File: src/design/dcache_defines.svh
`ifndef DCACHE_DEFINES_SVH
`define DCACHE_DEFINES_SVH

// Address split, byte address = {tag, index, offset}
`define DC_ADDR_W      32
`define DC_OFFSET_W    4   // 16-byte lines
`define DC_INDEX_W     6   // 64 sets
`define DC_TAG_W       (`DC_ADDR_W - `DC_INDEX_W - `DC_OFFSET_W)

// 32-bit words per line
`define DC_LINE_WORDS  4

// Requester queue depth, also the requester's starting credits
`define DC_REQ_CREDITS 2

// Outstanding memory requests allowed
`define DC_MEM_CREDITS 1

`endif

File: src/design/dcache_pkg.sv
`default_nettype none

`include "dcache_defines.svh"

package dcache_pkg;

    typedef logic [`DC_TAG_W-1:0]   dc_tag_t;
    typedef logic [`DC_INDEX_W-1:0] dc_index_t;

    // Whole line, word 0 in the low bits
    typedef logic [`DC_LINE_WORDS*32-1:0] dc_line_t;

    // One metadata entry per set
    typedef struct packed {
        dc_tag_t tag;
        logic    dirty;  // Line differs from memory
        logic    valid;
    } dc_meta_t;

    typedef enum logic [2:0] {
        INIT,       // Clearing valid bits after reset
        IDLE,
        LOOKUP,     // Pop and read both RAMs
        COMPARE,    // Tag check on RAM output
        WB_REQ,     // Dirty victim out to memory
        FILL_REQ,   // Line read request
        FILL_WAIT,  // Waiting for refill data
        REPLAY      // Answer the missed request
    } dc_state_e;

endpackage

`default_nettype wire

File: src/design/dcache_line_merge.sv
`default_nettype none
`timescale 1ns/10ps

`include "dcache_defines.svh"

module dcache_line_merge
    import dcache_pkg::*;
(
    input  wire dc_line_t              line_i,    // RAM line or refill line
    input  wire logic [`DC_ADDR_W-1:0] addr_i,    // Request byte address
    input  wire logic [31:0]           wdata_i,
    input  wire logic [3:0]            wmask_i,   // Zero for reads
    output dc_line_t                   line_o,
    output logic [31:0]                word_o
);

    localparam int WSEL_W = `DC_OFFSET_W - 2;

    logic [WSEL_W-1:0] wsel;  // Word within the line

    assign wsel = addr_i[`DC_OFFSET_W-1:2];

    // Read word comes from the unmerged line
    assign word_o = line_i[wsel*32 +: 32];

    always_comb begin
        line_o = line_i;  // Untouched words pass through
        for (int b = 0; b < 4; b++) begin
            if (wmask_i[b]) begin
                line_o[wsel*32 + b*8 +: 8] = wdata_i[b*8 +: 8];  // Masked byte
            end
        end
    end

endmodule

`default_nettype wire

File: config.mk
export PLATFORM = sky130hd
export DESIGN_NAME = dcache_line_merge
export DESIGN_NICKNAME = d
export VERILOG_FILES = /design/src/design/dcache_pkg.sv /design/src/design/dcache_line_merge.sv
export VERILOG_INCLUDE_DIRS = /design/src /design/src/design
export SDC_FILE = /design/constraint.sdc
export NUM_CORES = 1
export LEC_CHECK = 0
export BUFFER_PORTS_ARGS = -buffer_cell sky130_fd_sc_hd__buf_2
export CAP_MARGIN = 25
export CELL_PAD_IN_SITES_DETAIL_PLACEMENT = 1
export CELL_PAD_IN_SITES_GLOBAL_PLACEMENT = 1
export CORE_AREA = 2 2 137 139
export DETAILED_ROUTE_END_ITERATION = 16
export DIE_AREA = 0 0 139 141
export GPL_ROUTABILITY_DRIVEN = 0
export PLACE_DENSITY_LB_ADDON = 0.1
export SYNTH_ARGS = -nofsm -noshare
export SYNTH_HDL_FRONTEND = slang
export SYNTH_SLANG_ARGS = --single-unit
export TNS_END_PERCENT = 5
File: constraint.sdc
create_clock -name vclk -period 3.78
set_input_delay 0.567 -clock vclk [all_inputs]
set_output_delay 0.567 -clock vclk [all_outputs]
set_load 0.005 [all_outputs]
After elaboration in Yosys (flattened, before gate mapping) --
Cells that the tools add are included.
Storage, ports and cells: bits of input ports 196, output and inout bits 160, word-level logic and storage cells 24, bits in registers 0
Cells by class: multiplexer cells 8, $add $sub $neg 7, shift operators 9
Operator list (count):
- $bwmux W128 | 4
- $mux W128 | 4
- $shift A8 B34 Y128 const A | 4
- $shiftx A8 B34 Y128 | 4
- $shiftx A128 B8 Y32 | 1
- $neg A8 Y34 | 3
- $neg A7 Y34 | 1
- $add A7 B5 Y8 const B | 2
- $add A7 B4 Y8 const B | 1

Logic depth before layout (Yosys ltp) --
Gate-level depths: netlist (run 1).
word-level depth 10, mapped depth 9, mapped depth without buffers 4

Worst setup path after synthesis (run 1) --
Ideal clock, no wire load.
path kind input-to-output, start input port addr_i[3], end output port line_o[65], stages 8, path slack 1074 ps, buffers on the path 4, arrival 2139 ps, cells stage by stage buf_2 -> buf_1 -> inv_1 -> ha_1 -> nor4bb_1 -> clkbuf_2 -> buf_4 -> a32o_1
On the way: word-level cells in the longest chain between the ends 10, elaborated cells on any way between the ends 23, those cells by class 7 x add/sub; 8 x shift; 8 x mux
RTL lines:
- from (decl) | RTL line dcache_line_merge.sv:10 | input wire logic [`DC_ADDR_W-1:0] addr_i,
- branches (longest 9 deep; another with $neg A8 Y34)
- $mux W128 * | RTL line dcache_line_merge.sv:29 | if (wmask_i[b]) begin
- to (decl) | RTL line dcache_line_merge.sv:13 | output dc_line_t line_o,
Mark *: on every way between the ends.

Final worst setup path (run 1) --
start input port addr_i[2], end output port line_o[50]
The elaborated chain is that of the path after synthesis.

==> reports/metrics.yaml, run 1 <==
core_um2: 18270
vdd_drop_max_mv: 0.04644
vias_per_cell: 5.578
nNetsFinal: 879
crit_arrival_ns: 2.61
final_cell_mix: "324 x buf_2, 63 x a32o_1, 34 x inv_1"
tightest_slew_ns: 0.9520
cp_cell_sequence: "buf_4 -> ha_1 -> nor2b_4 -> buf_4 -> o32ai_1 -> buf_2"
io_pins: 356
wirelength_um: 21250
drv_cap: 0
critical_path_required_ns: 3.21
holdWs_ns: 1.432
ff_latch_area_um2: 0
track_usage_pct: 19.89
drt_iter0_drc: 242
finalSetupViolCount: 0
syn_avg_cell_area_um2: 9.026
yosysUniqueCellTypes: 34
relSlewSlack_pct: 36.40
worstPathMaxFanout: 33
grt_pass1_wl_um: 31900
slew_viol_final: 0
status: "finished, final reports clean"
core.rowCount: 50
period_share_pct: 84.08
netlist_area_um2: 3583
start_kind: "input port"
powerDensity_nw_per_um2: 119.7
drtPass1Iterations: 4
cts_setup_buffers: 0
die_x_um: 139
final_common_cell: "buf_2"
route.detailed.drc: 0
critical-path-slowest-cell: "nor2b_4"
grt_pass1_vias: 5125
hold_buffers: 0
io_buffers: 326
ys_seq_area_share_pct: 0
syn_to_final_growth_pct: 48.29
clockBufferCount: 0
fill_cells: 2273
die_y_um: 141
endpoint_kind: "output pin"
path_class: "in -> out"
ant_nets: 0
drive_above_1_share_pct: 58.52
leakagePower_nw: 2.581
grt_max_degree: 80
die-area_um2: 19600
antenna_found_initial: 0
synth_cells: 397
synth_nets: 599
wl_per_cell_um: 23.38
hold_class: "in -> out"
p_total_mw: 0.6360
max_stage_delay_ns: 0.78
period_needed_ns: 3.178
place_hpwl_um: 15690
cts_resized: 0
tns_ns: 0
start_util_pct: 19.62
n_sequential_cell: 0
rsz0062_at_grt: "false"
max_freq_mhz: 314.6
hold_viol: 0
diodes: 0
vias: 5070
crit_top_cell: "buf_4"
overflow: 0
yosys_warnings: 0
==> final cells by class <==
cell class	count	area [µm²]	area share, %
inverters	34	127.6	2.402
well taps	234	292.8	5.510
repair buffers	344	1784	33.58
multi-input cells	297	3109	58.51
==> synth_stat cells, types with 3 or more instances <==
master / instances / share of area [%]
and4b_1: 24 / 6.7
mux4_1: 19 / 14
nand3_1: 25 / 3.5
buf_1: 3 / 0.31
buf_2: 30 / 4.2
o31ai_1: 16 / 3.4
buf_4: 5 / 1.0
o32ai_1: 16 / 3.9
a32o_1: 63 / 18
clkbuf_1: 19 / 2.0
nand2b_1: 4 / 0.70
o41ai_1: 15 / 3.7
o2bb2ai_1: 16 / 3.9
inv_1: 34 / 3.6
nand4_1: 8 / 1.4
nand4b_1: 16 / 3.9
a21bo_2: 32 / 8.9
mux4_2: 13 / 8.2
ha_1: 6 / 2.1
buf_6: 6 / 1.9
nand2_1: 10 / 1.0
==> cell families after synthesis <==
family | after synthesis | share of synthesized area [%]
adder cells (fa/ha/maj) | 6 | 2.095
buffers and inverters | 100 | 13.69
AND/OR/NAND/NOR | 99 | 19.97
multiplexers | 33 | 22.42
AO/OA/AOI/OAI | 159 | 41.83
==> stage by stage <==
stage	area [µm²]	setup WS, ns	utilization [%]	cells
2_1_floorplan	3583	1.074	-	397
3_3_place_gp	5314	0.6584	29.09	909
3_5_place_dp	5314	0.6059	29.09	909
4_1_cts	5314	0.5802	29.09	909
5_1_grt	5314	0.4860	29.09	909
6_report	5314	0.6017	29.09	909
==> critical path, delay by kind of cell <==
family          cells  cell delay [ns]
fa+ha+maj           1             0.23
simple gates        1             0.78
compound gates      1             0.13
buf+inv             3             0.88
==> power by group <==
group / internal, mW / total [mW] / switching (mW) / leakage [nW]
clock: 0 / 0 / 0 / 0
combinational: 0.309 / 0.636 / 0.327 / 2.58
sequential: 0 / 0 / 0 / 0
==> per-layer routing <==
layer	vias up	track usage [%]	routed length (µm)
met3	6	3.329	1423
met4	0	1.010	90
met1	2557	25.92	9012
met2	213	36.25	10720
li1	2294	-	-
met5	-	0	0
==> path summary, 6_finish.rpt <==
path / start / endpoint / cells past startpoint
max: addr_i[2] / line_o[50] / 6
min: line_i[109] / line_o[109] / 3
Note: power is estimated with default switching activity, not from simulation.
==> run 2, diff against run 1 <==
--- a/config.mk
+++ b/config.mk
@@ -10,9 +10,9 @@
 export CAP_MARGIN = 25
 export CELL_PAD_IN_SITES_DETAIL_PLACEMENT = 1
 export CELL_PAD_IN_SITES_GLOBAL_PLACEMENT = 1
-export CORE_AREA = 2 2 137 139
+export CORE_AREA = 2 2 139 141
 export DETAILED_ROUTE_END_ITERATION = 16
-export DIE_AREA = 0 0 139 141
+export DIE_AREA = 0 0 141 143
 export GPL_ROUTABILITY_DRIVEN = 0
 export PLACE_DENSITY_LB_ADDON = 0.1
 export SYNTH_ARGS = -nofsm -noshare
==> constraint.sdc (replaced) <==
create_clock -name vclk -period 2.6
set_input_delay 0.39 -clock vclk [all_inputs]
set_output_delay 0.39 -clock vclk [all_outputs]
set_load 0.005 [all_outputs]
==> run 2 against run 1 <==
Compared with the run above:
- sequential share of layout area unchanged
- core utilization is 0.23 points lower
- routed wire length decreased by 1.4%
- critical path depth rose by 1
- die area rose by 2.9%
- hold slack got worse by 0.36 ns
- critical path type unchanged
- critical endpoint is now line_o[43]
- largest power group unchanged
==> reports/metrics.yaml, run 2 (same netlist as run 1, synthesis figures left out) <==
hold_start: "line_i[32]"
max_stage_delay_ns: 0.36  # -0.42 ns
critical-path-slowest-cell: "buf_4"
multi_input_area_um2: 3114  # +0.16%
die_x_um: 141  # +1.4%
post-place-cells: 916  # +0.77%
period_needed_ns: 2.440
ant_nets: 0  # unchanged
fill_cells: 2318  # +2.0%
cts_setup_buffers: 0  # unchanged
p_clk_share_pct: 0  # unchanged
relSlewSlack_pct: 45.10  # +8.7 points
vias: 5049  # -0.41%
vdd_drop_max_mv: 0.05368  # +16%
die_y_um: 143  # +1.4%
core_um2: 18580  # +1.7%
endpoint_kind: "output pin"
p_switching_mw: 0.4737  # +45%
drive_above_1_share_pct: 59.38  # +0.87 points
final_cells: 916  # +0.77%
place_ws_ns: -0.05454  # -0.6605 ns
critical-path-top-delay-family: "buffers and inverters"
core.rowCount: 50  # unchanged
start_kind: "input port"
slew_viol_final: 0  # unchanged
syn_to_final_growth_pct: 49.65
critical_path_required_ns: 2.21  # -1.00 ns
finalSetupViolCount: 0  # unchanged
status: "finished, final reports clean"
leakagePower_nw: 2.610  # +1.1%
layout_setup_ws_ns: 0.1602  # -0.4416 ns
grt_pass1_vias: 5157  # +0.62%
rsz0062_at_grt: "false"
clockBufferCount: 0  # unchanged
placed_area_um2: 5356  # +0.80%
io_buffers: 326  # unchanged
antenna_found_initial: 2  # +2
cp.buffers_inverters: 4  # +1
wl_per_cell_um: 22.86  # -2.2%
track_usage_pct: 19.25  # -0.65 points
hold_viol: 0  # unchanged
seqPwrFrac_pct: 0  # unchanged
io_pins: 356  # unchanged
nNetsFinal: 886  # +0.80%
cp_cell_sequence: "buf_4 -> buf_4 -> ha_2 -> buf_4 -> nand3_1 -> o31ai_1 -> buf_2"
grt_max_degree: 49  # -39%
place_hpwl_um: 16440  # +4.8%
final_common_cell: "buf_2"
hold_class: "in -> out"
swShare_pct: 50.90  # -0.48 points
vias_per_cell: 5.512  # -1.2%
powerDensity_nw_per_um2: 173.5  # +45%
overflow: 0  # unchanged
wirelength_um: 20940  # -1.4%
path_class: "in -> out"
power_frac_comb_pct: 100.0  # about the same
crit_arrival_ns: 2.05  # -0.56 ns
crit_top_cell: "buf_4"
diodes: 0  # unchanged
critPathLaunch: "addr_i[2]"
tightest_slew_ns: 0.8217  # -0.1302 ns
holdWs_ns: 1.074  # -0.3576 ns
drt_iter0_drc: 184  # -24%
drtPass1Iterations: 4  # unchanged
die-area_um2: 20160  # +2.9%
n_sequential_cell: 0  # unchanged
max_freq_mhz: 409.9
start_util_pct: 19.29  # -0.33 points
finalInstanceArea_um2: 5363  # +0.92%
period_share_pct: 93.84
route.detailed.drc: 0  # unchanged
drv_cap: 0  # unchanged
final_cell_mix: "324 x buf_2, 63 x a32o_1, 34 x inv_1"
ff_latch_area_um2: 0  # unchanged
worstPathMaxFanout: 37  # +12%
p_int_mw: 0.4570  # +48%
grt_pass1_wl_um: 31110  # -2.5%
-- run 2: cell types whose count changed in the layout (fill, tap and decap cells not counted) --
cell,delta
and2_2,+1
and4_1,-1
ha_1,-1
buf_12,-1
and2_1,-1
ha_2,+1
buf_4,+7
buf_6,+1
and4_2,+1
-- run 2: worst paths after layout --
path | to | slack (ns) | cells after the start
worst min-delay path | line_o[32] | 1.07 | 3
worst max-delay path | line_o[43] | 0.16 | 7
-- run 2: timing repair --
action | CTS | global route
setup endpoints to repair | 0 | 17
hold buffers | 0 | 0
resized for setup | 0 | 3
-- run 2: through the flow --
stage	power (mW)	utilization (%)	setup TNS, ns
floorplan	0.4617	-	0
global placement	0.9288	28.83	0
detailed placement	0.9398	28.83	-0.3633
CTS	0.9430	28.83	0
global route	1.013	28.86	0
finish	0.9306	28.86	0
-- run 2: cell type report --
cell class	count	share of cell area, %
tap	234	5.460
timing repair buffer	351	34.09
inverter	34	2.380
multi-input combinational	297	58.07
-- run 2: routing by layer --
metal | track usage (%) | wire length (µm) | up-vias
li1 | - | - | 2307
met3 | 3.052 | 1461 | 7
met1 | 24.57 | 8663 | 2501
met2 | 36.07 | 10760 | 230
met5 | 0 | 27 | -
met4 | 0.4737 | 30 | 4
-- run 2: power groups by stage --
stage | Sequential, mW | Combinational (mW) | Clock, mW
2_1_floorplan | 0 | 0.462 | 0
6_report | 0 | 0.931 | 0
3_5_place_dp | 0 | 0.940 | 0
5_1_grt | 0 | 1.01 | 0
3_3_place_gp | 0 | 0.929 | 0
4_1_cts | 0 | 0.943 | 0
==> run 3, diff against run 2 <==
--- a/config.mk
+++ b/config.mk
@@ -6,13 +6,13 @@
 export SDC_FILE = /design/constraint.sdc
 export NUM_CORES = 1
 export LEC_CHECK = 0
+export ABC_AREA = 1
 export BUFFER_PORTS_ARGS = -buffer_cell sky130_fd_sc_hd__buf_2
 export CAP_MARGIN = 25
-export CELL_PAD_IN_SITES_DETAIL_PLACEMENT = 1
-export CELL_PAD_IN_SITES_GLOBAL_PLACEMENT = 1
-export CORE_AREA = 2 2 139 141
+export CELL_PAD_IN_SITES_DETAIL_PLACEMENT = 2
+export CELL_PAD_IN_SITES_GLOBAL_PLACEMENT = 2
+export CORE_UTILIZATION = 13
 export DETAILED_ROUTE_END_ITERATION = 16
-export DIE_AREA = 0 0 141 143
 export GPL_ROUTABILITY_DRIVEN = 0
 export PLACE_DENSITY_LB_ADDON = 0.1
 export SYNTH_ARGS = -nofsm -noshare
==> run 3 against run 2 <==
Compared with the run above:
- via count up 34%
- routed wire length rose by 25%
- cell area grew 14%
- die area up 53%
- flip-flop and latch count did not move
- clock-buffer cell count unchanged
- sequential share of layout area unchanged
- power grew 4.6%
- first-iteration DRC count fell by 33%
- worst setup slack gained 0.17 ns
- core utilization down 8.2 points
- hold slack got worse by 0.014 ns
- largest cell class unchanged
==> reports/metrics.yaml, run 3 <==
endpoint_kind: "output pin"
yosys.area.top_type: "nand2_1"
syn_to_final_growth_pct: 56.91
grt_max_degree: 47  # -4.1%
yosys_warnings: 0  # unchanged
seqPwrFrac_pct: 0  # unchanged
hold-path-cell-count: 4  # +1
p_switching_mw: 0.5667  # +20%
period_needed_ns: 2.271  # -0.1690 ns
drv_cap: 0  # unchanged
ff_latch_area_um2: 0  # unchanged
drtPass1Iterations: 4  # unchanged
finalSetupViolCount: 0  # unchanged
io_pins: 356  # unchanged
syn_avg_cell_area_um2: 4.012  # -56%
start_kind: "input port"
slew_viol_final: 0  # unchanged
overflow: 0  # unchanged
crit_end: "line_o[26]"
yosysTopAreaCellShare_pct: 56.24  # +39 points
hold_class: "in -> out"
synth_nets: 1177  # +96%
route.detailed.drc: 0  # unchanged
n_sequential_cell: 0  # unchanged
powerDensity_nw_per_um2: 158.6  # -8.6%
wl_per_cell_um: 15.57  # -32%
tightest_slew_ns: 0.6453  # -0.1764 ns
netlist_area_um2: 3911  # +9.1%
place_hpwl_um: 20640  # +26%
antenna_found_initial: 6  # +4
io_buffers: 326  # unchanged
vdd_drop_max_mv: 0.04915  # -8.4%
tns_ns: 0  # unchanged
period_share_pct: 87.34  # -6.5 points
power_frac_comb_pct: 100.0  # about the same
core.rowCount: 63  # +26%
vias_per_cell: 4.040  # -27%
wirelength_um: 26160  # +25%
relSlewSlack_pct: 56.82  # +12 points
hold_buffers: 0  # unchanged
cts_resized: 0  # unchanged
cts_setup_buffers: 0  # unchanged
ant_nets: 0  # unchanged
track_usage_pct: 16.35  # -2.9 points
synth_area_leaders: "nand2_1 56%, nor2_1 12%, inv_1 10%"
vias: 6788  # +34%
leakagePower_nw: 4.055  # +55%
ys_seq_area_share_pct: 0  # unchanged
drive_above_1_share_pct: 31.00  # -28 points
critPathLaunch: "addr_i[3]"
final_cell_mix: "586 x nand2_1, 325 x buf_2, 124 x nor2_1"
synth_cells: 975  # +150%
max_freq_mhz: 440.4  # +7.4%
grt_pass1_wl_um: 40080  # +29%
rsz0062_at_grt: "false"
p_clk_share_pct: 0  # unchanged
die-area_um2: 30780  # +53%
grt_pass1_vias: 7193  # +39%
final_common_cell: "nand2_1"
die_x_um: 175.5  # +24%
fill_cells: 3995  # +72%
nNetsFinal: 1491  # +68%
yosys-top-cells-count: "586 x nand2_1, 124 x nor2_1, 109 x inv_1"
start_util_pct: 13.20  # -6.1 points
critical_path_required_ns: 2.21  # about the same
path_class: "in -> out"
clockBufferCount: 0  # unchanged
swShare_pct: 58.20  # +7.3 points
p_total_mw: 0.9736  # +4.6%
p_int_mw: 0.4069  # -11%
synth_most_common_cell: "nand2_1"
drt_iter0_drc: 124  # -33%
core_um2: 29640  # +60%
yosysUniqueCellTypes: 14  # -59%
hold_viol: 0  # unchanged
die_y_um: 175.5  # +23%
crit_arrival_ns: 1.88  # -0.17 ns
worstPathMaxFanout: 20  # -46%
status: "finished, final reports clean"
[run 3: final cells by class]
class | count | area [µm²] | share of cell area (%)
timing repair buffer | 362 | 1929 | 31.44
multi-input combinational | 815 | 3299 | 53.76
tap | 390 | 488.0 | 7.951
inverter | 110 | 412.9 | 6.728
antenna | 3 | 7.507 | 0.1223
[run 3: routing by layer]
| metal | up-vias | share of wire (%) | GRT usage (%) |
|---|---|---|---|
| met1 | 3131 | 45 | 20.35 |
| met5 | - | 0.16 | 0 |
| li1 | 3468 | - | - |
| met4 | 6 | 0.23 | 0.3261 |
| met2 | 173 | 48 | 30.26 |
| met3 | 10 | 6.3 | 3.312 |
[run 3: worst min path at each step]
stage	start	slack, ns	to
4_1_cts	line_i[14]	1.07	line_o[14]
3_5_place_dp	line_i[103]	1.06	line_o[103]
6_report	line_i[115]	1.06	line_o[115]
3_3_place_gp	line_i[115]	1.06	line_o[115]
2_1_floorplan	line_i[0]	0.88	line_o[0]
5_1_grt	line_i[23]	1.08	line_o[23]
[run 3: kinds of logic after synthesis]
| family | share of synthesized area, % |
|---|---|
| compound gates | 0.3518 |
| fa+ha+maj | 1.919 |
| buf+inv | 16.12 |
| simple gates | 81.61 |
[run 3: worst max-delay path: stages]
cell and delay [ns]:
buf_2 0.15, buf_4 0.28, ha_1 0.19, inv_1 0.09, a21oi_4 0.17, buf_4 0.32
nand2_1 0.09, nand2_1 0.07, buf_2 0.13
[run 3: through the flow]
step | instances | setup slack, ns | area, µm² | utilization [%] | hold slack [ns]
after global placement | 1677 | 0.3082 | 6130 | 20.68 | 1.059
after floorplan | 975 | 0.3417 | 3911 | - | 0.8773
after global routing | 1678 | 0.1421 | 6132 | 20.69 | 1.085
after CTS | 1677 | 0.2580 | 6130 | 20.68 | 1.066
after detailed placement | 1677 | 0.2635 | 6130 | 20.68 | 1.063
final | 1680 | 0.3291 | 6137 | 20.71 | 1.060
[run 3: power groups by stage]
| stage | logic, mW | registers (mW) | clock network [mW] |
|---|---|---|---|
| floorplan | 0.459 | 0 | 0 |
| global placement | 0.991 | 0 | 0 |
| detailed placement | 1.00 | 0 | 0 |
| CTS | 1.01 | 0 | 0 |
| global route | 1.11 | 0 | 0.0000000514 |
| finish | 0.974 | 0 | 0.000000154 |
