[src/design/dcache_defines.svh]
`ifndef DCACHE_DEFINES_SVH
`define DCACHE_DEFINES_SVH

// Address split, byte address = {tag, index, offset}
`define DC_ADDR_W      32
`define DC_OFFSET_W    4   // 16-byte lines
`define DC_INDEX_W     6   // 64 sets
`define DC_TAG_W       (`DC_ADDR_W - `DC_INDEX_W - `DC_OFFSET_W)

// 32-bit words per line
`define DC_LINE_WORDS  4

// Requester queue depth, also the requester's starting credits
`define DC_REQ_CREDITS 2

// Outstanding memory requests allowed
`define DC_MEM_CREDITS 1

`endif

[src/design/dcache_pkg.sv]
`default_nettype none

`include "dcache_defines.svh"

package dcache_pkg;

    typedef logic [`DC_TAG_W-1:0]   dc_tag_t;
    typedef logic [`DC_INDEX_W-1:0] dc_index_t;

    // Whole line, word 0 in the low bits
    typedef logic [`DC_LINE_WORDS*32-1:0] dc_line_t;

    // One metadata entry per set
    typedef struct packed {
        dc_tag_t tag;
        logic    dirty;  // Line differs from memory
        logic    valid;
    } dc_meta_t;

    typedef enum logic [2:0] {
        INIT,       // Clearing valid bits after reset
        IDLE,
        LOOKUP,     // Pop and read both RAMs
        COMPARE,    // Tag check on RAM output
        WB_REQ,     // Dirty victim out to memory
        FILL_REQ,   // Line read request
        FILL_WAIT,  // Waiting for refill data
        REPLAY      // Answer the missed request
    } dc_state_e;

endpackage

`default_nettype wire

[src/design/dcache_sram.sv]
`default_nettype none
`timescale 1ns/10ps

module dcache_sram
    import dcache_pkg::*;
#(
    parameter type entry_t = logic,
    parameter int  DEPTH   = 64
) (
    input  wire logic      clk,
    input  wire logic      rst,

    input  wire logic      rd_en_i,
    input  wire dc_index_t rd_addr_i,
    output entry_t         rd_data_o,   // Valid the cycle after rd_en_i

    input  wire logic      wr_en_i,
    input  wire dc_index_t wr_addr_i,
    input  wire entry_t    wr_data_i
);

    entry_t mem [DEPTH];  // Storage, contents undefined until written

    always_ff @(posedge clk) begin
        if (wr_en_i) begin
            mem[wr_addr_i] <= wr_data_i;
        end
    end

    // Output register holds its value while no read is issued
    // Same-address write in the same cycle returns old contents
    always_ff @(posedge clk) begin
        if (rst) begin
            rd_data_o <= '0;
        end else if (rd_en_i) begin
            rd_data_o <= mem[rd_addr_i];
        end
    end

endmodule

`default_nettype wire

[config.mk]
export PLATFORM = sky130hd
export DESIGN_NAME = dcache_sram
export DESIGN_NICKNAME = d
export VERILOG_FILES = /design/src/design/dcache_pkg.sv /design/src/design/dcache_sram.sv
export VERILOG_INCLUDE_DIRS = /design/src /design/src/design
export SDC_FILE = /design/constraint.sdc
export NUM_CORES = 1
export LEC_CHECK = 0
export BUFFER_PORTS_ARGS = -buffer_cell sky130_fd_sc_hd__buf_4
export CORE_MARGIN = 3
export CORE_UTILIZATION = 45
export DETAILED_ROUTE_END_ITERATION = 8
export PLACE_DENSITY_LB_ADDON = 0.08
export REMOVE_ABC_BUFFERS = 1
export SYNTH_ARGS = -nofsm -noshare
export SYNTH_HDL_FRONTEND = slang
export SYNTH_SLANG_ARGS = --single-unit
[constraint.sdc]
create_clock -name clk -period 1.7 [get_ports clk]
set_clock_uncertainty 0.15 [all_clocks]
set_input_delay 0 -clock clk [delete_from_list [all_inputs] [get_ports clk]]
set_output_delay 0 -clock clk [all_outputs]
set_load 0.03 [all_outputs]
* Word level (Yosys, flattened, before mapping)
Memories as Yosys holds them, arrays and structs flattened. A register that Yosys moved wholly into a read port is not among the register bits.
Cells that the tools add are included.
** Storage, ports and cells
- Bits of input ports :: 17
- Memories :: 1
- Latch bits :: 0
- ROM bits :: 0
- Memory bits (writable) :: 64
- Register bits after elaboration :: 0
** Cells by class
- Multiplexer cells :: 2
- Reduce and logical (&&, ||, !) cells :: 0
- Magnitude comparators :: 0
- Bitwise operators :: 0
- Div/mod/pow operators :: 0
- Add/sub/neg operators :: 0
- Shift-type cells :: 0
- Multipliers :: 0
- Equal/unequal tests :: 0
** Memory list
- mem :: words 64, bits a word 1, rd ports 1, clocked after Yosys merged registers in 1, write ports 1, line dcache_sram.sv:22 : entry_t mem [DEPTH];
** Operators by type and width (count)
- $mux W1 :: 2

* Longest topological paths before layout
Gate-level depths: netlist of the first run.
- Depth after elaboration :: 2
- Gate-level depth with buffers :: 7

* Worst setup path before layout of the first run
OpenSTA, ideal clock, no wires.
- Path kind :: register to register
- Start point :: memory mem[39] (netlist name)
- End point :: register rd_data_o, read port of mem
- Period minus slack after synthesis :: 1.667 ns
- Setup time :: 0.122 ns
- Required time :: 1.428 ns
- Slack :: 0.033 ns
- Data arrival time :: 1.395 ns
- Cell stages (with the launch flop) :: 6
- Cells stage by stage :: edfxtp_1 -> mux4_2 -> a22oi_1 -> a31oi_1 -> nor4_1 -> o41ai_1
** RTL lines
- from (decl) :: line dcache_sram.sv:22
- to (decl) :: line dcache_sram.sv:15 : output entry_t rd_data_o,

==> results of run 1 <==
-- cell families after synthesis --
kind of cell           share of synthesized area (%)
AO/OA/AOI/OAI                                   2.91
buffers and inverters                           3.37
flip-flops                                      64.6
multiplexers                                    12.9
AND/OR/NAND/NOR                                 16.2
-- report_power, final --
group	switching [uW]	internal, uW	total (uW)
clock network	543	803	1350
logic	144	103	248
registers	3.47	1770	1780
total	691	2680	3370
-- sequential cells by signal (all words and copies together), names as in the netlist --
signal / flops
mem: 64
rd_data_o: 1
-- cells in the mapped netlist, types with 2 or more instances --
master,n
mux4_2,5
mux2_2,8
nand2_1,8
nor2b_1,5
o22ai_1,4
a22oi_1,2
buf_6,2
nor3_1,5
clkbuf_1,7
nor2_1,68
edfxtp_1,64
o21ai_0,2
mux4_1,7
a31oi_1,2
nand2b_1,3
inv_1,2
nand3b_1,4
nand3_1,7
nand4_1,2
-- what timing repair did --
action / 4_1_cts / 5_1_grt
endpoints found under the setup margin: 1 / 1
pin swaps: 3 / 1
gates resized for setup: 1 / 1
hold buffers: 5 / 2
endpoints found under the hold margin: 9 / 1
-- worst max path at each step --
stage                                  from                      to  slack [ns]  cells past startpoint
after floorplan           mem[39]$_DFFE_PP_  rd_data_o$_SDFFE_PP0P_        0.03                      5
after global placement    mem[39]$_DFFE_PP_  rd_data_o$_SDFFE_PP0P_       -0.04                      5
after detailed placement  mem[38]$_DFFE_PP_  rd_data_o$_SDFFE_PP0P_       -0.07                      5
after CTS                 mem[38]$_DFFE_PP_  rd_data_o$_SDFFE_PP0P_       -0.06                      5
after global routing      mem[38]$_DFFE_PP_  rd_data_o$_SDFFE_PP0P_       -0.14                      5
final                     mem[43]$_DFFE_PP_  rd_data_o$_SDFFE_PP0P_       -0.07                      5
-- metrics by stage --
stage | hold WS, ns | utilization, %
2_1_floorplan | -0.0511 | -
3_3_place_gp | 0.0559 | 49.2
3_5_place_dp | 0.0581 | 49.2
4_1_cts | -0.0986 | 53.1
5_1_grt | 0.0188 | 53.4
6_report | 0.00373 | 53.4
-- final cells by class --
cell class                      instances  area (sq um)
Clock buffer                           10           128
Fill cell                             546          2990
Clock inverter                          5          71.3
Tap cell                               77          96.3
Inverter                                2          7.51
Sequential cell                        65          1940
Multi-Input combinational cell        140           963
Timing Repair Buffer                   27           220
-- critical path, cell delays in order (launching register included) --
cell and delay [ns]:
edfxtp_1 0.35, mux4_1 0.56, nand3_1 0.12, a31oi_1 0.10, nor4_1 0.28, o41ai_1 0.10
-- routing by layer --
layer / vias to the layer above / track usage [%] / wire length, um
met5: - / 0 / 0
met4: 0 / 7.39 / 73
met3: 9 / 4.61 / 391
met2: 59 / 28.2 / 3170
met1: 925 / 21.7 / 2460
li1: 864 / - / -
==> run metrics, run 1 <==
Die W 87.7 um; hold-critical path depth 4; clk_lat worst skew 0.33 ns; fin area 3430 sq um; dpl cell area 3160 sq um; total track usage 17.2%; Initial DRC Count 176; Synth area leaders edfxtp_1 (64%), nor2_1 (8.5%), mux4_1 (6.1%); full die area 7690 sq um; status complete, but fails checks; total CTS buffers 9; R2R cell count 5; Post-CTS Setup Bufs 0; total clock sinks 65; leading cell types in the layout, fill and taps excluded nor2_1 (68), edfxtp_1 (64), buf_4 (20); routability congestion estimate 0.814; Hold Crit Start rd_addr_i[5]; Final Total Pwr 3370 uW; ant diodes 0; Yosys warning total 0; HP Class in -> reg; flop2flop setup slack -0.07 ns; Synth Flop Type edfxtp_1; hold endpoint rd_data_o$_SDFFE_PP0P_; DRC Markers 0; Final Critical Period 1.77 ns; Detail Route Antenna Nets 0; I/O pin count 18; first-pass GRT wire length 9.47 mm; initial core utilization 46.8%; Post-Synthesis Cells 220; FF+latch count, synth 65; Least-Margin Pin Slew 0.525 ns; reg2reg start mem[43]$_DFFE_PP_; Core ar. 6420 sq um; Synth-to-Final Area Change 14.1%; post-layout worst setup margin -0.0662 ns; Rows 29; Critical Path AT 1.84 ns; Post-Place Cells 304; DR pass1 iterations 4; PwrDens 983 nW/um^2; hpwl dp 4.15 mm; synthesized area per cell 13.7 sq um; die span in y 87.7 um; Port Buf Inserts 17; initial antenna violation count 0; CTS tree built; setup TNS -0.0662 ns; CTS Root Cell clkbuf_8; Clock Path Buffers 2; Post-synth EDFFs 64; WP data required 1.78 ns; area leader, netlist edfxtp_1; worst slack, placed -0.0733 ns; slew margin rel. 65.0%; asr flop ratio synth 0%; Post-Syn Area 3010 sq um; crit path kind reg -> reg; crit path launch type flip-flop; Max Slew Vio Count 0; crit share post-route 104%; top-area cell type share of the netlist area 63.9%; Via Count 1857; global route overflow 0; critical path capture point type flip-flop; final hold vios 0; vias in the first global route 1889; Nets 262; LEAKAGE 0.00110 uW; # Max-Cap Violations 0; violated checks negative setup slack; routed len/inst 18.7 um; CP Max Fanout 1; largest net degree at the start of global routing 65; unrepaired setup endpoints after global routing yes; f_max 566 MHz; largest vdd supply drop 586 uV; routed vias/inst 5.70; Finish-stage setup viols 1; Yosys cell types 32; Reg clk slew, reported paths 0.07 ns; sequential share of the synthesized area 64.6%; RR Endpoint rd_data_o$_SDFFE_PP0P_; most common cell after layout, fill and taps aside nor2_1; non-filler instance count after layout 326; DRT Wirelength 6.10 mm; fraction of layout cells with a size suffix above 1 19.7%; CTS H-tree lvls 3
(Power assumes the default switching activity.)
==> inputs of run 2 (changes only) <==
--- a/config.mk
+++ b/config.mk
@@ -10,7 +10,8 @@
 export CORE_MARGIN = 3
 export CORE_UTILIZATION = 45
 export DETAILED_ROUTE_END_ITERATION = 8
-export PLACE_DENSITY_LB_ADDON = 0.08
+export HOLD_SLACK_MARGIN = 0.03
+export PLACE_DENSITY = 0.74
 export REMOVE_ABC_BUFFERS = 1
 export SYNTH_ARGS = -nofsm -noshare
 export SYNTH_HDL_FRONTEND = slang
==> run 2 against run 1 <==
Effect of this change:
- the run still ends with negative setup slack left
- sequential power is essentially flat
- largest cell class unchanged
- die area is the same
- count of clock-buffer cells in the layout is the same
==> run metrics, run 2 (synthesis gave the netlist of run 1 again) <==
CTS tree built; WP data required 1.78 ns (about the same); Initial DRC Count 128 (-27%); Clock Path Buffers 2 (unchanged); Finish-stage setup viols 1 (unchanged); PwrDens 902 nW/um^2 (-8.3%); Worst Hold Margin 0.0660 ns (+0.0623 ns); first-pass GRT wire length 9.63 mm (+1.7%); clk_lat worst skew 0.34 ns (about the same); Post-Place Cells 305 (+0.33%); f_max 574 MHz (+1.4%); worst slack, placed -0.0566 ns (+0.0167 ns); setup TNS -0.0414 ns (+0.0248 ns); leading cell types in the layout, fill and taps excluded nor2_1 (68), edfxtp_1 (64), buf_4 (20); FILL cells 543 (-0.55%); multi-input logic area 965 sq um (+0.13%); Least-Margin Pin Slew 0.552 ns (+0.0266 ns); Critical Path, Cell by Cell mux4_2 > a22oi_2 > a31oi_1 > nor4_1 > o41ai_1; largest net degree at the start of global routing 65 (unchanged); flop2flop setup slack -0.04 ns (+0.02 ns); die span in y 87.7 um (unchanged); total track usage 17.5% (+0.28 points); Core ar. 6420 sq um (unchanged); total clock sinks 65 (unchanged); critical path's largest stage delay 0.48 ns (-0.08 ns); DR pass1 iterations 4 (unchanged); ant diodes 0 (unchanged); most common cell after layout, fill and taps aside nor2_1; buffers and inverters on the worst path 0 (unchanged); met1 wire length 2.62 mm (+6.7%); final hold vios 0 (unchanged); largest registers mem (64), rd_data_o (1); HP Class in -> reg; total CTS buffers 9 (unchanged); Nets 266 (+1.5%); DRT Wirelength 6.09 mm (-0.11%); Final Critical Period 1.74 ns (-0.0248 ns); critical path's slowest cell mux4_2; violated checks negative setup slack; hpwl dp 3.90 mm (-5.9%); Post-CTS Setup Bufs 0 (unchanged); routed vias/inst 5.68 (-0.20%); I/O pin count 18 (unchanged); status complete, but fails checks; Die W 87.7 um (unchanged); CP Max Fanout 1 (unchanged); # Max-Cap Violations 0 (unchanged); crit path kind reg -> reg; Detail Route Antenna Nets 0 (unchanged); LEAKAGE 0.00110 uW (about the same); initial antenna violation count 0 (unchanged); post-layout worst setup margin -0.0414 ns (+0.0248 ns); Biggest register mem; slew margin rel. 63.2% (-1.8 points); crit share post-route 102% (-1.5 points); Reg area 1940 sq um (unchanged); Port Buf Inserts 17 (unchanged); Synth-to-Final Area Change 14.2%; max reg flops 64 (unchanged); CTS Root Cell clkbuf_8; WL met2 3.03 mm (-4.6%); unrepaired setup endpoints after global routing yes; crit-path leading delay family multiplexers; full die area 7690 sq um (unchanged); fraction of layout cells with a size suffix above 1 21.3% (+1.7 points); max layer used met4; Critical Path AT 1.82 ns (-0.02 ns); DRC Markers 0 (unchanged); Rows 29 (unchanged); Via Count 1876 (+1.0%); Max Slew Vio Count 0 (unchanged); vias in the first global route 1944 (+2.9%); initial core utilization 46.8% (unchanged); global route overflow 0 (unchanged); CTS H-tree lvls 3 (unchanged); final core utilization 53.4% (+0.058 points); Routed met3 length 359 um (-8.2%); critical path capture point type flip-flop; crit path launch type flip-flop; routed len/inst 18.4 um (-1.3%); largest vdd supply drop 497 uV (-15%); non-filler instance count after layout 330 (+1.2%); Reg clk slew, reported paths 0.07 ns (about the same); routability congestion estimate 0.718 (-12%)
[run 2: cell types whose count changed in the layout (fill, tap and decap cells not counted), sizes merged]
| cell | before | now |
|---|---|---|
| dlygate4sd3 | 7 | 10 |
| bufinv | 2 | 0 |
| clkinv | 3 | 5 |
| buf | 20 | 21 |
[run 2: metal layers]
layer,up-vias,track usage [%]
li1,877,-
met1,930,22.2
met2,62,28.5
met3,7,4.89
met4,0,7.11
met5,-,0
[run 2: worst reg2reg max path, delay by kind of cell, from the launching register on]
kind,cells,cell delay (ns)
AOI/OAI and AO/OA,3,0.36
muxes,1,0.48
DFF,1,0.37
and+or+nand+nor,1,0.26
[run 2: area by class of cell]
type                    instances  area share, %
well taps                      77           2.81
multi-input cells             140           28.1
clock buffers                  10           3.72
clock inverters                 5          0.693
flip-flops and latches         65           56.6
inverters                       2          0.219
repair buffers                 31           7.87
[run 2: report_power, final]
group | switching (uW) | internal, uW
registers | 3.38 | 1770
clock network | 557 | 505
logic | 145 | 112
total | 705 | 2390
[run 2: final timing paths]
kind,to,start,cells past startpoint
max,rd_data_o$_SDFFE_PP0P_,mem[39]$_DFFE_PP_,5
min,mem[36]$_DFFE_PP_,wr_en_i,3
max reg2reg,rd_data_o$_SDFFE_PP0P_,mem[39]$_DFFE_PP_,5
min reg2reg,rd_data_o$_SDFFE_PP0P_,rd_data_o$_SDFFE_PP0P_,2
[run 2: metrics by stage]
stage	instance area [sq um]	power (uW)
final	3430	3090
after global routing	3430	3210
after CTS	3400	3120
after detailed placement	3180	2050
after global placement	3180	2040
after floorplan	2910	1920
[run 2: timing repair]
| item | CTS | global route |
|---|---|---|
| hold endpoints to repair | 58 | 1 |
| pin swaps | 2 | 1 |
| hold buffers | 7 | 3 |
| endpoints found under the setup margin | 1 | 1 |
| gates resized for setup | 1 | 3 |
==> inputs of run 3 (changes only) <==
--- a/config.mk
+++ b/config.mk
@@ -9,9 +9,10 @@
 export BUFFER_PORTS_ARGS = -buffer_cell sky130_fd_sc_hd__buf_4
 export CORE_MARGIN = 3
 export CORE_UTILIZATION = 45
+export CTS_BUF_LIST = sky130_fd_sc_hd__clkbuf_16
 export DETAILED_ROUTE_END_ITERATION = 8
 export HOLD_SLACK_MARGIN = 0.03
-export PLACE_DENSITY = 0.74
+export PLACE_DENSITY = 0.72
 export REMOVE_ABC_BUFFERS = 1
 export SYNTH_ARGS = -nofsm -noshare
 export SYNTH_HDL_FRONTEND = slang
==> constraint.sdc (replaced) <==
create_clock -name clk -period 1.75 [get_ports clk]
set_clock_uncertainty 0.15 [all_clocks]
set_input_delay 0 -clock clk [delete_from_list [all_inputs] [get_ports clk]]
set_output_delay 0 -clock clk [all_outputs]
set_load 0.03 [all_outputs]
==> run 3 against run 2 <==
Effect of this change:
- the flow still finishes with violations (negative setup slack)
- critical path depth is the same
- final cell count rose by 1.2%
- maximum frequency shrank 3.0%
- critical endpoint unchanged
- highest routed layer unchanged
- critical path type unchanged
- global-route usage shrank 0.51 points
==> run metrics, run 3 (synthesis gave the netlist of run 1 again) <==
status complete, but fails checks; DRC Markers 0 (unchanged); final core utilization 55.9% (+2.5 points); Worst Hold Margin 0.0490 ns (-0.0170 ns); Detail Route Antenna Nets 0 (unchanged); largest vdd supply drop 427 uV (-14%); Synth-to-Final Area Change 19.4%; Clock Path Buffers 2 (unchanged); critical path's largest stage delay 0.48 ns (about the same); Die W 87.7 um (unchanged); LEAKAGE 0.00117 uW (+6.3%); largest registers mem (64), rd_data_o (1); f_max 557 MHz (-3.0%); routed vias/inst 5.62 (-1.2%); FILL cells 514 (-5.3%); critical path capture point type flip-flop; leading cell types in the layout, fill and taps excluded nor2_1 (68), edfxtp_1 (64), buf_4 (24); CTS H-tree lvls 3 (unchanged); hpwl dp 3.81 mm (-2.4%); Nets 269 (+1.1%); Hold Crit Start wr_data_i; max reg flops 64 (unchanged); HP Class in -> reg; crit-path leading delay family multiplexers; largest net degree at the start of global routing 65 (unchanged); vias in the first global route 1875 (-3.5%); full die area 7690 sq um (unchanged); CTS Root Cell clkbuf_16; fraction of layout cells with a size suffix above 1 22.2% (+0.84 points); Critical Path, Cell by Cell mux4_2 > a22oi_2 > a31oi_1 > nor4_1 > o41ai_1; Port Buf Inserts 17 (unchanged); routed len/inst 18.2 um (-1.6%); Max Slew Vio Count 0 (unchanged); Initial DRC Count 117 (-8.6%); unrepaired setup endpoints after global routing yes; CTS tree built; buffers and inverters on the worst path 0 (unchanged); I/O pin count 18 (unchanged); post-layout worst setup margin -0.0445 ns (-0.00312 ns); Crit. Startpoint mem[34]$_DFFE_PP_; total CTS buffers 9 (unchanged); Reg clk slew, reported paths 0.06 ns (about the same); most common cell after layout, fill and taps aside nor2_1; crit path launch type flip-flop; initial antenna violation count 0 (unchanged); Biggest register mem; crit path kind reg -> reg; Least-Margin Pin Slew 0.546 ns (-0.00590 ns); routability congestion estimate 0.799 (+11%); setup TNS -0.0445 ns (-0.00312 ns); Via Count 1876 (unchanged); Core ar. 6420 sq um (unchanged); reg2reg start mem[34]$_DFFE_PP_; critical path's slowest cell mux4_2; PwrDens 1040 nW/um^2 (+15%); DRT Wirelength 6.07 mm (-0.36%); total track usage 17.0% (-0.51 points); Final Critical Period 1.79 ns (+0.0531 ns); total clock sinks 65 (unchanged); clk_lat worst skew 0.33 ns (about the same); global route overflow 0 (unchanged); WP data required 1.81 ns (+0.03 ns); final hold vios 0 (unchanged); CP Max Fanout 1 (unchanged); Finish-stage setup viols 1 (unchanged); worst slack, placed -0.0347 ns (+0.0219 ns); first-pass GRT wire length 9.43 mm (-2.1%); slew margin rel. 63.6% (+0.39 points); crit share post-route 103% (+0.11 points); initial core utilization 46.8% (unchanged); Critical Path AT 1.85 ns (+0.03 ns); Rows 29 (unchanged); # Max-Cap Violations 0 (unchanged); DR pass1 iterations 4 (unchanged); ant diodes 0 (unchanged); die span in y 87.7 um (unchanged); violated checks negative setup slack
-- run 3: cell count changes in the layout (fill, tap and decap cells not counted), moves of 2 or more --
cell / before / now
clkbuf_16: 0 / 9
clkbuf_8: 9 / 0
buf_4: 20 / 24
clkinvlp_4: 0 / 3
clkinv_2: 4 / 2
mux4_1: 5 / 7
mux4_2: 7 / 5
-- run 3: cell type report --
cell class,count,area (sq um),share of cell area (%)
flip-flops and latches,65,1940,54.1
multi-input cells,140,967,26.9
repair buffers,34,280,7.81
clock buffers,9,225,6.27
well taps,77,96.3,2.68
clock inverters,7,71.3,1.99
inverters,2,7.51,0.209
-- run 3: stage by stage --
| step | instances | cell area, sq um | total power [uW] |
|---|---|---|---|
| after floorplan | 207 | 2910 | 1860 |
| after global placement | 305 | 3170 | 1980 |
| after detailed placement | 305 | 3170 | 1980 |
| after CTS | 334 | 3590 | 3760 |
| after global routing | 334 | 3590 | 3840 |
| final | 334 | 3590 | 3720 |
-- run 3: worst paths after layout --
kind / end / slack (ns) / cells after the start
worst max-delay path: rd_data_o$_SDFFE_PP0P_ / -0.04 / 5
worst min-delay path: mem[24]$_DFFE_PP_ / 0.05 / 1
worst max register to register: rd_data_o$_SDFFE_PP0P_ / -0.04 / 5
worst min register to register: rd_data_o$_SDFFE_PP0P_ / 0.35 / 2
-- run 3: power by group --
part | total (uW) | leakage, uW | internal [uW] | switching, uW
sequential | 1730 | 0.000584 | 1720 | 3.00
combinational | 250 | 0.000445 | 108 | 141
clock | 1750 | 0.000137 | 1100 | 652
-- run 3: what timing repair did --
item                                    CTS  global route
hold buffers                             13             0
hold endpoints to repair                  9             0
setup buffers                             0             3
pin swaps                                 0             6
gates resized for setup                   0             1
endpoints found under the setup margin    1             4
-- run 3: routing by layer --
layer / track usage (%) / part of all wire [%]
met1: 19.8 / 42
met2: 28.6 / 51
met3: 5.08 / 4.6
met4: 8.51 / 2.3
met5: 0 / 0
